## config.mk

```make
export PLATFORM = sky130hd
export DESIGN_NAME = fpu_top
export DESIGN_NICKNAME = d
export VERILOG_FILES = /design/src/fpu_pkg.sv /design/src/fpu_if.sv /design/src/spill_register.sv /design/src/fpu_noncomp.sv /design/src/fpu_csr.sv /design/src/fpu_top.sv
export SDC_FILE = /design/constraint.sdc
export NUM_CORES = 1
export LEC_CHECK = 0
export BUFFER_PORTS_ARGS = -buffer_cell sky130_fd_sc_hd__buf_4
export CAP_MARGIN = 20
export CORE_MARGIN = 5
export CORE_UTILIZATION = 40
export CTS_CLUSTER_DIAMETER = 30
export DETAILED_ROUTE_END_ITERATION = 10
export PLACE_DENSITY_LB_ADDON = 0.3
export SETUP_SLACK_MARGIN = 0.3
export SYNTH_ARGS = -nofsm -noshare
export SYNTH_HDL_FRONTEND = slang
export SYNTH_SLANG_ARGS = --single-unit
```

## constraint.sdc

```tcl
create_clock -name clk_i -period 12.8 [get_ports clk_i]
set_clock_uncertainty 0.2 [all_clocks]
set_input_delay 0 -clock clk_i [delete_from_list [all_inputs] [get_ports clk_i]]
set_output_delay 0 -clock clk_i [all_outputs]
set_load 0.03 [all_outputs]
```

## src/fpu_pkg.sv

```systemverilog
// FPU package with the FP32 widths, operation codes, flag and class positions and payloads.
`default_nettype none

package fpu_pkg;

  typedef logic [31:0] fp32_t;
  typedef logic [5:0]  tag_t;
  // Flags in the order NV, DZ, OF, UF, NX from bit 4 down to bit 0.
  typedef logic [4:0]  status_t;
  typedef logic [2:0]  variant_t;

  localparam int unsigned STATUS_NV = 4;

  typedef enum logic [1:0] {
    OP_SGNJ,
    OP_MINMAX,
    OP_CMP,
    OP_CLASS
  } op_e;

  localparam fp32_t CANON_NAN = 32'h7FC0_0000;

  // One-hot bit positions of the classify result.
  localparam int unsigned CLASS_NEG_INF     = 0;
  localparam int unsigned CLASS_NEG_NORM    = 1;
  localparam int unsigned CLASS_NEG_SUBNORM = 2;
  localparam int unsigned CLASS_NEG_ZERO    = 3;
  localparam int unsigned CLASS_POS_ZERO    = 4;
  localparam int unsigned CLASS_POS_SUBNORM = 5;
  localparam int unsigned CLASS_POS_NORM    = 6;
  localparam int unsigned CLASS_POS_INF     = 7;
  localparam int unsigned CLASS_SNAN        = 8;
  localparam int unsigned CLASS_QNAN        = 9;

  typedef struct packed {
    fp32_t    a;
    fp32_t    b;
    op_e      op;
    variant_t variant;
    tag_t     tag;
  } fpu_req_t;

  typedef struct packed {
    fp32_t   result;
    status_t status;
    tag_t    tag;
  } fpu_rsp_t;

endpackage

`default_nettype wire

```

## src/fpu_if.sv

```systemverilog
// Request and response handshake interfaces between the spill registers and the FPU.
`timescale 1ns/10ps
`default_nettype none

interface fpu_req_if;

  logic                valid;
  logic                ready;
  fpu_pkg::fpu_req_t   data;

  modport source (
    output valid,
    output data,
    input  ready
  );

  modport sink (
    input  valid,
    input  data,
    output ready
  );

endinterface

interface fpu_rsp_if;

  logic                valid;
  logic                ready;
  fpu_pkg::fpu_rsp_t   data;

  modport source (
    output valid,
    output data,
    input  ready
  );

  modport sink (
    input  valid,
    input  data,
    output ready
  );

endinterface

`default_nettype wire

```

## src/spill_register.sv

```systemverilog
// Spill register, a two-slot elastic buffer that cuts both handshake paths.
`timescale 1ns/10ps
`default_nettype none

module spill_register #(
  parameter type T      = logic,
  parameter bit  Bypass = 1'b0
) (
  input  logic clk_i,
  input  logic reset_i,
  input  logic valid_i,
  output logic ready_o,
  input  T     data_i,
  output logic valid_o,
  input  logic ready_i,
  output T     data_o
);

  if (Bypass) begin : gen_bypass
    assign valid_o = valid_i;
    assign ready_o = ready_i;
    assign data_o  = data_i;
  end else begin : gen_spill
    T     a_data_q, b_data_q;
    logic a_full_q, b_full_q;
    logic a_fill, a_drain, b_fill, b_drain;

    // Slot A takes new data, slot B catches it when the output stalls.
    assign a_fill  = valid_i && ready_o;
    assign a_drain = a_full_q && !b_full_q;
    assign b_fill  = a_drain && !ready_i;
    assign b_drain = b_full_q && ready_i;

    always_ff @(posedge clk_i) begin
      if (reset_i) begin
        a_full_q <= 1'b0;
        b_full_q <= 1'b0;
      end else begin
        if (a_fill || a_drain) begin
          a_full_q <= a_fill;
        end
        if (b_fill || b_drain) begin
          b_full_q <= b_fill;
        end
      end
    end

    always_ff @(posedge clk_i) begin
      if (a_fill) begin
        a_data_q <= data_i;
      end
      if (b_fill) begin
        b_data_q <= a_data_q;
      end
    end

    // Slot B always holds the older item.
    assign valid_o = a_full_q || b_full_q;
    assign data_o  = b_full_q ? b_data_q : a_data_q;
    assign ready_o = !a_full_q || !b_full_q;
  end

endmodule

`default_nettype wire

```

## src/fpu_noncomp.sv

```systemverilog
// FP32 non-computational unit for sign injection, min/max, compare and classify.
`timescale 1ns/10ps
`default_nettype none

module fpu_noncomp #(
  parameter int unsigned NumPipeRegs = 1
) (
  input  logic            clk_i,
  input  logic            reset_i,
  input  logic            ftz_i,
  fpu_req_if.sink         req,
  fpu_rsp_if.source       rsp
);

  function automatic logic [9:0] fp_class(fpu_pkg::fp32_t x);
    logic [9:0] cls;
    logic       exp_zero;
    logic       exp_ones;
    logic       man_zero;
    cls      = '0;
    exp_zero = (x[30:23] == 8'h00);
    exp_ones = (x[30:23] == 8'hFF);
    man_zero = (x[22:0] == 23'd0);
    if (exp_ones && !man_zero) begin
      cls[x[22] ? fpu_pkg::CLASS_QNAN : fpu_pkg::CLASS_SNAN] = 1'b1;
    end else if (exp_ones) begin
      cls[x[31] ? fpu_pkg::CLASS_NEG_INF : fpu_pkg::CLASS_POS_INF] = 1'b1;
    end else if (exp_zero && man_zero) begin
      cls[x[31] ? fpu_pkg::CLASS_NEG_ZERO : fpu_pkg::CLASS_POS_ZERO] = 1'b1;
    end else if (exp_zero) begin
      cls[x[31] ? fpu_pkg::CLASS_NEG_SUBNORM : fpu_pkg::CLASS_POS_SUBNORM] = 1'b1;
    end else begin
      cls[x[31] ? fpu_pkg::CLASS_NEG_NORM : fpu_pkg::CLASS_POS_NORM] = 1'b1;
    end
    return cls;
  endfunction

  fpu_pkg::fp32_t   a, b;
  fpu_pkg::fp32_t   fa, fb;
  logic [9:0]       cls_a, cls_b;
  logic             nan_a, nan_b, snan_any;
  logic             lt_tot, lt, eq, both_zero;
  fpu_pkg::fpu_rsp_t rsp_d;

  logic [NumPipeRegs-1:0] valid_q;
  fpu_pkg::fpu_rsp_t      data_q [NumPipeRegs];
  logic                   advance;

  assign a     = req.data.a;
  assign b     = req.data.b;
  assign cls_a = fp_class(a);
  assign cls_b = fp_class(b);

  assign nan_a    = cls_a[fpu_pkg::CLASS_SNAN] || cls_a[fpu_pkg::CLASS_QNAN];
  assign nan_b    = cls_b[fpu_pkg::CLASS_SNAN] || cls_b[fpu_pkg::CLASS_QNAN];
  assign snan_any = cls_a[fpu_pkg::CLASS_SNAN] || cls_b[fpu_pkg::CLASS_SNAN];

  // Subnormals become signed zeros for min/max and compare.
  assign fa = (ftz_i && (cls_a[fpu_pkg::CLASS_NEG_SUBNORM] || cls_a[fpu_pkg::CLASS_POS_SUBNORM]))
            ? {a[31], 31'd0} : a;
  assign fb = (ftz_i && (cls_b[fpu_pkg::CLASS_NEG_SUBNORM] || cls_b[fpu_pkg::CLASS_POS_SUBNORM]))
            ? {b[31], 31'd0} : b;

  // Total order with -0 below +0; the compares then mask the zero case.
  assign lt_tot    = (fa[31] != fb[31]) ? fa[31]
                   : (fa[31] ? (fa[30:0] > fb[30:0]) : (fa[30:0] < fb[30:0]));
  assign both_zero = (fa[30:0] == 31'd0) && (fb[30:0] == 31'd0);
  assign lt        = lt_tot && !both_zero;
  assign eq        = (fa == fb) || both_zero;

  always_comb begin
    rsp_d.result = '0;
    rsp_d.status = '0;
    rsp_d.tag    = req.data.tag;
    case (req.data.op)
      fpu_pkg::OP_SGNJ: begin
        case (req.data.variant)
          3'd0:    rsp_d.result = {b[31], a[30:0]};
          3'd1:    rsp_d.result = {~b[31], a[30:0]};
          default: rsp_d.result = {a[31] ^ b[31], a[30:0]};
        endcase
      end
      fpu_pkg::OP_MINMAX: begin
        rsp_d.status[fpu_pkg::STATUS_NV] = snan_any;
        if (nan_a && nan_b) begin
          rsp_d.result = fpu_pkg::CANON_NAN;
        end else if (nan_a) begin
          rsp_d.result = fb;
        end else if (nan_b) begin
          rsp_d.result = fa;
        end else if (req.data.variant[0]) begin
          rsp_d.result = lt_tot ? fb : fa;
        end else begin
          rsp_d.result = lt_tot ? fa : fb;
        end
      end
      fpu_pkg::OP_CMP: begin
        case (req.data.variant)
          3'd0: begin
            rsp_d.result[0]                  = !(nan_a || nan_b) && (lt || eq);
            rsp_d.status[fpu_pkg::STATUS_NV] = nan_a || nan_b;
          end
          3'd1: begin
            rsp_d.result[0]                  = !(nan_a || nan_b) && lt;
            rsp_d.status[fpu_pkg::STATUS_NV] = nan_a || nan_b;
          end
          default: begin
            rsp_d.result[0]                  = !(nan_a || nan_b) && eq;
            rsp_d.status[fpu_pkg::STATUS_NV] = snan_any;
          end
        endcase
      end
      default: rsp_d.result = {22'd0, cls_a};
    endcase
  end

  // The whole pipe moves together unless the last stage is stuck.
  assign advance   = !valid_q[NumPipeRegs-1] || rsp.ready;
  assign req.ready = advance;

  always_ff @(posedge clk_i) begin
    if (reset_i) begin
      valid_q <= '0;
    end else if (advance) begin
      valid_q[0] <= req.valid;
      for (int unsigned i = 1; i < NumPipeRegs; i++) begin
        valid_q[i] <= valid_q[i-1];
      end
    end
  end

  always_ff @(posedge clk_i) begin
    if (advance) begin
      data_q[0] <= rsp_d;
      for (int unsigned i = 1; i < NumPipeRegs; i++) begin
        data_q[i] <= data_q[i-1];
      end
    end
  end

  assign rsp.valid = valid_q[NumPipeRegs-1];
  assign rsp.data  = data_q[NumPipeRegs-1];

endmodule

`default_nettype wire

```

## src/fpu_csr.sv

```systemverilog
// FPU control registers with the flush-to-zero enable and the sticky exception flags.
`timescale 1ns/10ps
`default_nettype none

module fpu_csr (
  input  logic              clk_i,
  input  logic              reset_i,
  input  logic              ftz_we_i,
  input  logic              ftz_wdata_i,
  input  logic              fflags_clear_i,
  input  logic              rsp_valid_i,
  input  logic              rsp_ready_i,
  input  fpu_pkg::status_t  rsp_status_i,
  output logic              ftz_o,
  output fpu_pkg::status_t  fflags_o
);

  logic             ftz_q;
  fpu_pkg::status_t fflags_q;
  logic             rsp_fire;

  assign rsp_fire = rsp_valid_i && rsp_ready_i;

  always_ff @(posedge clk_i) begin
    if (reset_i) begin
      ftz_q    <= 1'b0;
      fflags_q <= '0;
    end else begin
      if (ftz_we_i) begin
        ftz_q <= ftz_wdata_i;
      end
      // Clear wins over a retiring result.
      if (fflags_clear_i) begin
        fflags_q <= '0;
      end else if (rsp_fire) begin
        fflags_q <= fflags_q | rsp_status_i;
      end
    end
  end

  assign ftz_o    = ftz_q;
  assign fflags_o = fflags_q;

endmodule

`default_nettype wire

```

## src/fpu_top.sv

```systemverilog
// FPU slice top level joining the spill registers, the non-computational unit and the CSRs.
`timescale 1ns/10ps
`default_nettype none

module fpu_top #(
  parameter int unsigned NumPipeRegs = 2,
  parameter bit          SpillBypass = 1'b0
) (
  input  logic              clk_i,
  input  logic              reset_i,
  // Request side.
  input  logic              in_valid_i,
  output logic              in_ready_o,
  input  fpu_pkg::fp32_t    op_a_i,
  input  fpu_pkg::fp32_t    op_b_i,
  input  fpu_pkg::op_e      op_i,
  input  fpu_pkg::variant_t variant_i,
  input  fpu_pkg::tag_t     tag_i,
  // Response side.
  output logic              out_valid_o,
  input  logic              out_ready_i,
  output fpu_pkg::fp32_t    result_o,
  output fpu_pkg::status_t  status_o,
  output fpu_pkg::tag_t     tag_o,
  // Control registers.
  input  logic              ftz_we_i,
  input  logic              ftz_wdata_i,
  input  logic              fflags_clear_i,
  output fpu_pkg::status_t  fflags_o
);

  fpu_pkg::fpu_req_t fpu_in;
  fpu_pkg::fpu_rsp_t fpu_out;
  logic              ftz;

  fpu_req_if req_if ();
  fpu_rsp_if rsp_if ();

  assign fpu_in = '{a: op_a_i, b: op_b_i, op: op_i, variant: variant_i, tag: tag_i};

  spill_register #(
    .T      ( fpu_pkg::fpu_req_t ),
    .Bypass ( SpillBypass        )
  ) i_spill_register_in (
    .clk_i   ( clk_i        ),
    .reset_i ( reset_i      ),
    .valid_i ( in_valid_i   ),
    .ready_o ( in_ready_o   ),
    .data_i  ( fpu_in       ),
    .valid_o ( req_if.valid ),
    .ready_i ( req_if.ready ),
    .data_o  ( req_if.data  )
  );

  fpu_noncomp #(
    .NumPipeRegs ( NumPipeRegs )
  ) i_fpu_noncomp (
    .clk_i   ( clk_i   ),
    .reset_i ( reset_i ),
    .ftz_i   ( ftz     ),
    .req     ( req_if  ),
    .rsp     ( rsp_if  )
  );

  spill_register #(
    .T      ( fpu_pkg::fpu_rsp_t ),
    .Bypass ( SpillBypass        )
  ) i_spill_register_out (
    .clk_i   ( clk_i        ),
    .reset_i ( reset_i      ),
    .valid_i ( rsp_if.valid ),
    .ready_o ( rsp_if.ready ),
    .data_i  ( rsp_if.data  ),
    .valid_o ( out_valid_o  ),
    .ready_i ( out_ready_i  ),
    .data_o  ( fpu_out      )
  );

  fpu_csr i_fpu_csr (
    .clk_i          ( clk_i          ),
    .reset_i        ( reset_i        ),
    .ftz_we_i       ( ftz_we_i       ),
    .ftz_wdata_i    ( ftz_wdata_i    ),
    .fflags_clear_i ( fflags_clear_i ),
    .rsp_valid_i    ( out_valid_o    ),
    .rsp_ready_i    ( out_ready_i    ),
    .rsp_status_i   ( status_o       ),
    .ftz_o          ( ftz            ),
    .fflags_o       ( fflags_o       )
  );

  assign result_o = fpu_out.result;
  assign status_o = fpu_out.status;
  assign tag_o    = fpu_out.tag;

endmodule

`default_nettype wire

```

==> flow_summary_export.csv <==
group,metric,value,unit
outcome,status,"finished, final reports clean",
timing,post-route-period-util,0.556,
power,p_comb_frac,0.058,
worst_setup_path,cp_top_family,"compound AO/OA/AOI/OAI gates",
floorplanning,ioPinCount,132,
clocking,post_cts_resized,0,
clocking,clk_pin_slew_worst_paths,0.05,ns
routing,wl,30.6,mm
worst_setup_path,worstSetupPathType,"reg -> reg",
final_layout,drive_gt1_frac,0.269,
global_routing,first_global_vias,8855,
timing,fin_worst_hold_slack,0.0653,ns
clocking,cts_num_sinks,314,
timing,tightestPinTransition,1.02,ns
flow_run,max_cap_viol_count,0,
routing,routed-via-count,8405,
routing,dr.first_iter.drc_count,528,
synth,post-synth-top-area-fraction,0.691,
synth,postSynth.asyncResetShare,0,
timing,timing.final.crit_period,7.11,ns
timing,max_freq,141,MHz
final_layout,areaGrowthSynthToFinish,40.1,%
final_layout,fill_cells,2574,
floorplanning,design.core.area,0.0327,mm2
power,static-leakage-power,0.00690,uW
power,power.ir.vdd_worst,0.157,mV
worst_hold_path,worst_hold_path_type,"in -> reg",
power,switching_share,0.207,
worst_setup_path,timing.critical_path.required,12.81,ns
worst_setup_path,crit_path_start_kind,"flip-flop",
timing,rsz_0062_raised_after_global_routing,"no",
global_routing,grt_antenna_before_repair,0,
floorplanning,dieHeight,192,um
timing,maxSlewHeadroom,0.322,
clocking,number_of_setup_buffers_added_after_cts,0,
clocking,cts_max_level,3,
global_routing,gr-usage-all-layers,0.168,
worst_setup_path,crit_path_max_incr_delay,0.76,ns
clocking,worstSkewPairLatency,0.55,ns
worst_setup_path,worstPathCellList,"buf_4 > mux2i_1 > nand3_1 > nor3_1 > nand2_1 > and3_1 > nor2_1 > ha_1 > a211oi_1 > o21ai_0 > a221o_1 > a2111oi_0 > nand2_1 > o221ai_2 > nor3b_4 > buf_4 > a21oi_2 > o32ai_1",
synth,ys_seq_area_frac,0.703,
synth,yosysUniqueCellTypes,64,
final_layout,antenna-diode-count,0,
timing,fin_tns_setup,0,ns
worst_setup_path,path_depth,18,
place,place_ws,5.77,ns
timing,report.final.hold_viol_count,0,
worst_setup_path,sort_of_element_at_the_end_of_the_critical_path,"flip-flop",
floorplanning,floorplan.initialDensity,0.407,
final_layout,final_nets,1304,
floorplanning,design.die.area,0.0370,mm2
clocking,total_cts_buffers,68,
worst_setup_path,worst-path-buf-inv,2,
routing,final_antenna_net_count,0,
clocking,clk_root_buffer_cell,"sky130_fd_sc_hd__clkbuf_16",
worst_setup_path,worst-path-max-fanout,53,
timing,final-setup-viol-count,0,
power,p_switching,641,uW
timing,final_ws_setup,5.69,ns
global_routing,leftover_overflow_at_the_end_of_global_routing,0,
place,total_of_buffers_placed_on_input_and_output_ports,123,
routing,route.detailed.wl_per_inst,18.2,um
synth,synth_top_area_cell,"sky130_fd_sc_hd__edfxtp_1",
power,power.sequential.fraction,0.386,
routing,detail_route.first_pass.iterations,5,
clocking,cts.path.max_buffers,3,
place,dp.final_hpwl,19.4,mm
routing,drc,0,
clocking,cts_hold_fix_bufs,162,
final_layout,postLayoutCoreUtil,0.570,
place,gp_congestion,0.871,
synth,postSynthRegisterBits,314,
power,internal_power,2450,uW
worst_setup_path,crit_path_top_delay_cell,"sky130_fd_sc_hd__dfxtp_4",
worst_setup_path,critical_path_arrival,7.12,ns
power,power.density,166,mW/mm2
floorplanning,num_rows,66,
global_routing,largest_net_degree_at_the_start_of_global_routing,82,
routing,post_drt_via_cell_ratio,4.99,
timing,slew_viol_final,0,
power,p_clk_frac,0.556,
synth,synthesis.area,0.0133,mm2
synth,syn_avg_cell_area,15.6,um2
global_routing,grt_first_pass_wirelength,48.5,mm
floorplanning,die_w,192,um
synth,synth_cells,853,
synth,ys_top_cells_by_area,"sky130_fd_sc_hd__edfxtp_1, sky130_fd_sc_hd__mux2_2, sky130_fd_sc_hd__mux2i_1",
worst_setup_path,timing.reg2reg.worst_path_depth,18,
worst_hold_path,hold-path-cell-count,3,
synth,post_synth_edffs,306,
synth,synthesis.yosys.warnings,0,
clocking,cts_tree,"built",
synth,synth_ff_type,"sky130_fd_sc_hd__edfxtp_1",
sequential cells by signal, indices dropped and copies added, names as in the netlist:
name and cells:
i_fpu_noncomp.data_q 78, i_spill_register_in.gen_spill.a_data_q 75, i_spill_register_in.gen_spill.b_data_q 75, i_spill_register_out.gen_spill.a_data_q 39
i_spill_register_out.gen_spill.b_data_q 39, i_fpu_noncomp.valid_q 2, i_fpu_csr.fflags_o 1, i_fpu_csr.ftz_o 1
i_spill_register_in.gen_spill.a_full_q 1, i_spill_register_in.gen_spill.b_full_q 1, i_spill_register_out.gen_spill.a_full_q 1, i_spill_register_out.gen_spill.b_full_q 1
area by class of cell:
type                    count  area, um2  area share
repair buffers            295       2620       0.141
clock buffers              82       1810      0.0969
flip-flops and latches    314       9350       0.502
inverters                  25       93.8     0.00504
clock inverters            43        494      0.0265
well taps                 442        553      0.0297
multi-input cells         482       3710       0.199
layer usage:
| metal | share of wire | GRT usage | vias up |
|---|---|---|---|
| li1 | - | - | 4035 |
| met1 | 0.45 | 0.227 | 4057 |
| met2 | 0.47 | 0.263 | 250 |
| met3 | 0.061 | 0.0454 | 63 |
| met4 | 0.025 | 0.0592 | 0 |
| met5 | 0 | 0 | - |
through the flow:
step	total power, uW	cells	area (um2)
floorplan	1290	860	13300
global placement	1350	1396	14700
detailed placement	1350	1396	14700
CTS	3130	1683	18600
global route	3210	1683	18600
finish	3090	1683	18600
cells in the final DEF (no fill, tap or decap), drive strengths merged, types with 6 or more instances in the layout:
cell and instances:
a21oi 22, mux2i 49, o32ai 19, inv 31, nand3 15, conb 8, nor4 30, nor3 11
dfxtp 8, clkinv 21, nand4 9, dlygate4sd3 162, clkinvlp 7, clkbuf 82, o211ai 6, a211oi 7
nand2 44, and2 9, buf 133, edfxtp 306, mux2 72, ha 36, nor2 49, o21ai 20
bufinv 9, nor2b 10
synthesized netlist by cell type (6+ instances only):
cell / instances
sky130_fd_sc_hd__nand2_1: 44
sky130_fd_sc_hd__inv_1: 25
sky130_fd_sc_hd__mux2i_1: 48
sky130_fd_sc_hd__a211oi_1: 7
sky130_fd_sc_hd__nand4_1: 9
sky130_fd_sc_hd__nor4_1: 28
sky130_fd_sc_hd__a21oi_1: 21
sky130_fd_sc_hd__o32ai_1: 19
sky130_fd_sc_hd__buf_4: 10
sky130_fd_sc_hd__nor3_1: 11
sky130_fd_sc_hd__o21ai_0: 16
sky130_fd_sc_hd__edfxtp_1: 306
sky130_fd_sc_hd__clkbuf_1: 14
sky130_fd_sc_hd__and2_1: 9
sky130_fd_sc_hd__mux2_2: 72
sky130_fd_sc_hd__nor2_1: 49
sky130_fd_sc_hd__dfxtp_1: 8
sky130_fd_sc_hd__nand3_1: 15
sky130_fd_sc_hd__ha_1: 36
sky130_fd_sc_hd__o211ai_1: 6
sky130_fd_sc_hd__buf_2: 9
sky130_fd_sc_hd__nor2b_1: 10
power by group through the flow:
stage	Sequential [uW]	Clock (uW)	Combinational, uW
2_1_floorplan	1200	0	88.6
3_3_place_gp	1210	0	137
3_5_place_dp	1210	0	138
4_1_cts	1190	1760	176
5_1_grt	1200	1820	197
6_report	1190	1720	180
kinds of logic after synthesis:
kind of cell               after synthesis  synth area share
and+or+nand+nor                        204            0.0802
buffers and inverters                   64            0.0229
DFF                                    314             0.703
muxes                                  121            0.0988
adders and majority gates               36            0.0339
AOI/OAI and AO/OA                      111            0.0598
other                                    1          0.000282
xor gates and xnor gates                 2           0.00132
worst reg2reg max path, stage by stage (launching register included):
cell and delay (ns):
sky130_fd_sc_hd__dfxtp_4 0.76, sky130_fd_sc_hd__buf_4 0.70, sky130_fd_sc_hd__mux2i_1 0.61, sky130_fd_sc_hd__nand3_1 0.13, sky130_fd_sc_hd__nor3_1 0.23, sky130_fd_sc_hd__nand2_1 0.18, sky130_fd_sc_hd__and3_1 0.53, sky130_fd_sc_hd__nor2_1 0.32
sky130_fd_sc_hd__ha_1 0.29, sky130_fd_sc_hd__a211oi_1 0.21, sky130_fd_sc_hd__o21ai_0 0.15, sky130_fd_sc_hd__a221o_1 0.43, sky130_fd_sc_hd__a2111oi_0 0.57, sky130_fd_sc_hd__nand2_1 0.15, sky130_fd_sc_hd__o221ai_2 0.22, sky130_fd_sc_hd__nor3b_4 0.07
sky130_fd_sc_hd__buf_4 0.24, sky130_fd_sc_hd__a21oi_2 0.54, sky130_fd_sc_hd__o32ai_1 0.27
worst paths after layout:
| path | to | startpoint | slack (ns) |
|---|---|---|---|
| max | i_fpu_noncomp.data_q[0][31] | i_spill_register_in.gen_spill.b_full_q | 5.69 |
| min | i_fpu_noncomp.valid_q[0] | reset_i | 0.07 |
| max reg2reg | i_fpu_noncomp.data_q[0][31] | i_spill_register_in.gen_spill.b_full_q | 5.69 |
| min reg2reg | i_spill_register_out.gen_spill.a_data_q[15] | i_fpu_noncomp.data_q[1][15] | 0.20 |
Note: power is estimated with default switching activity, not from simulation.
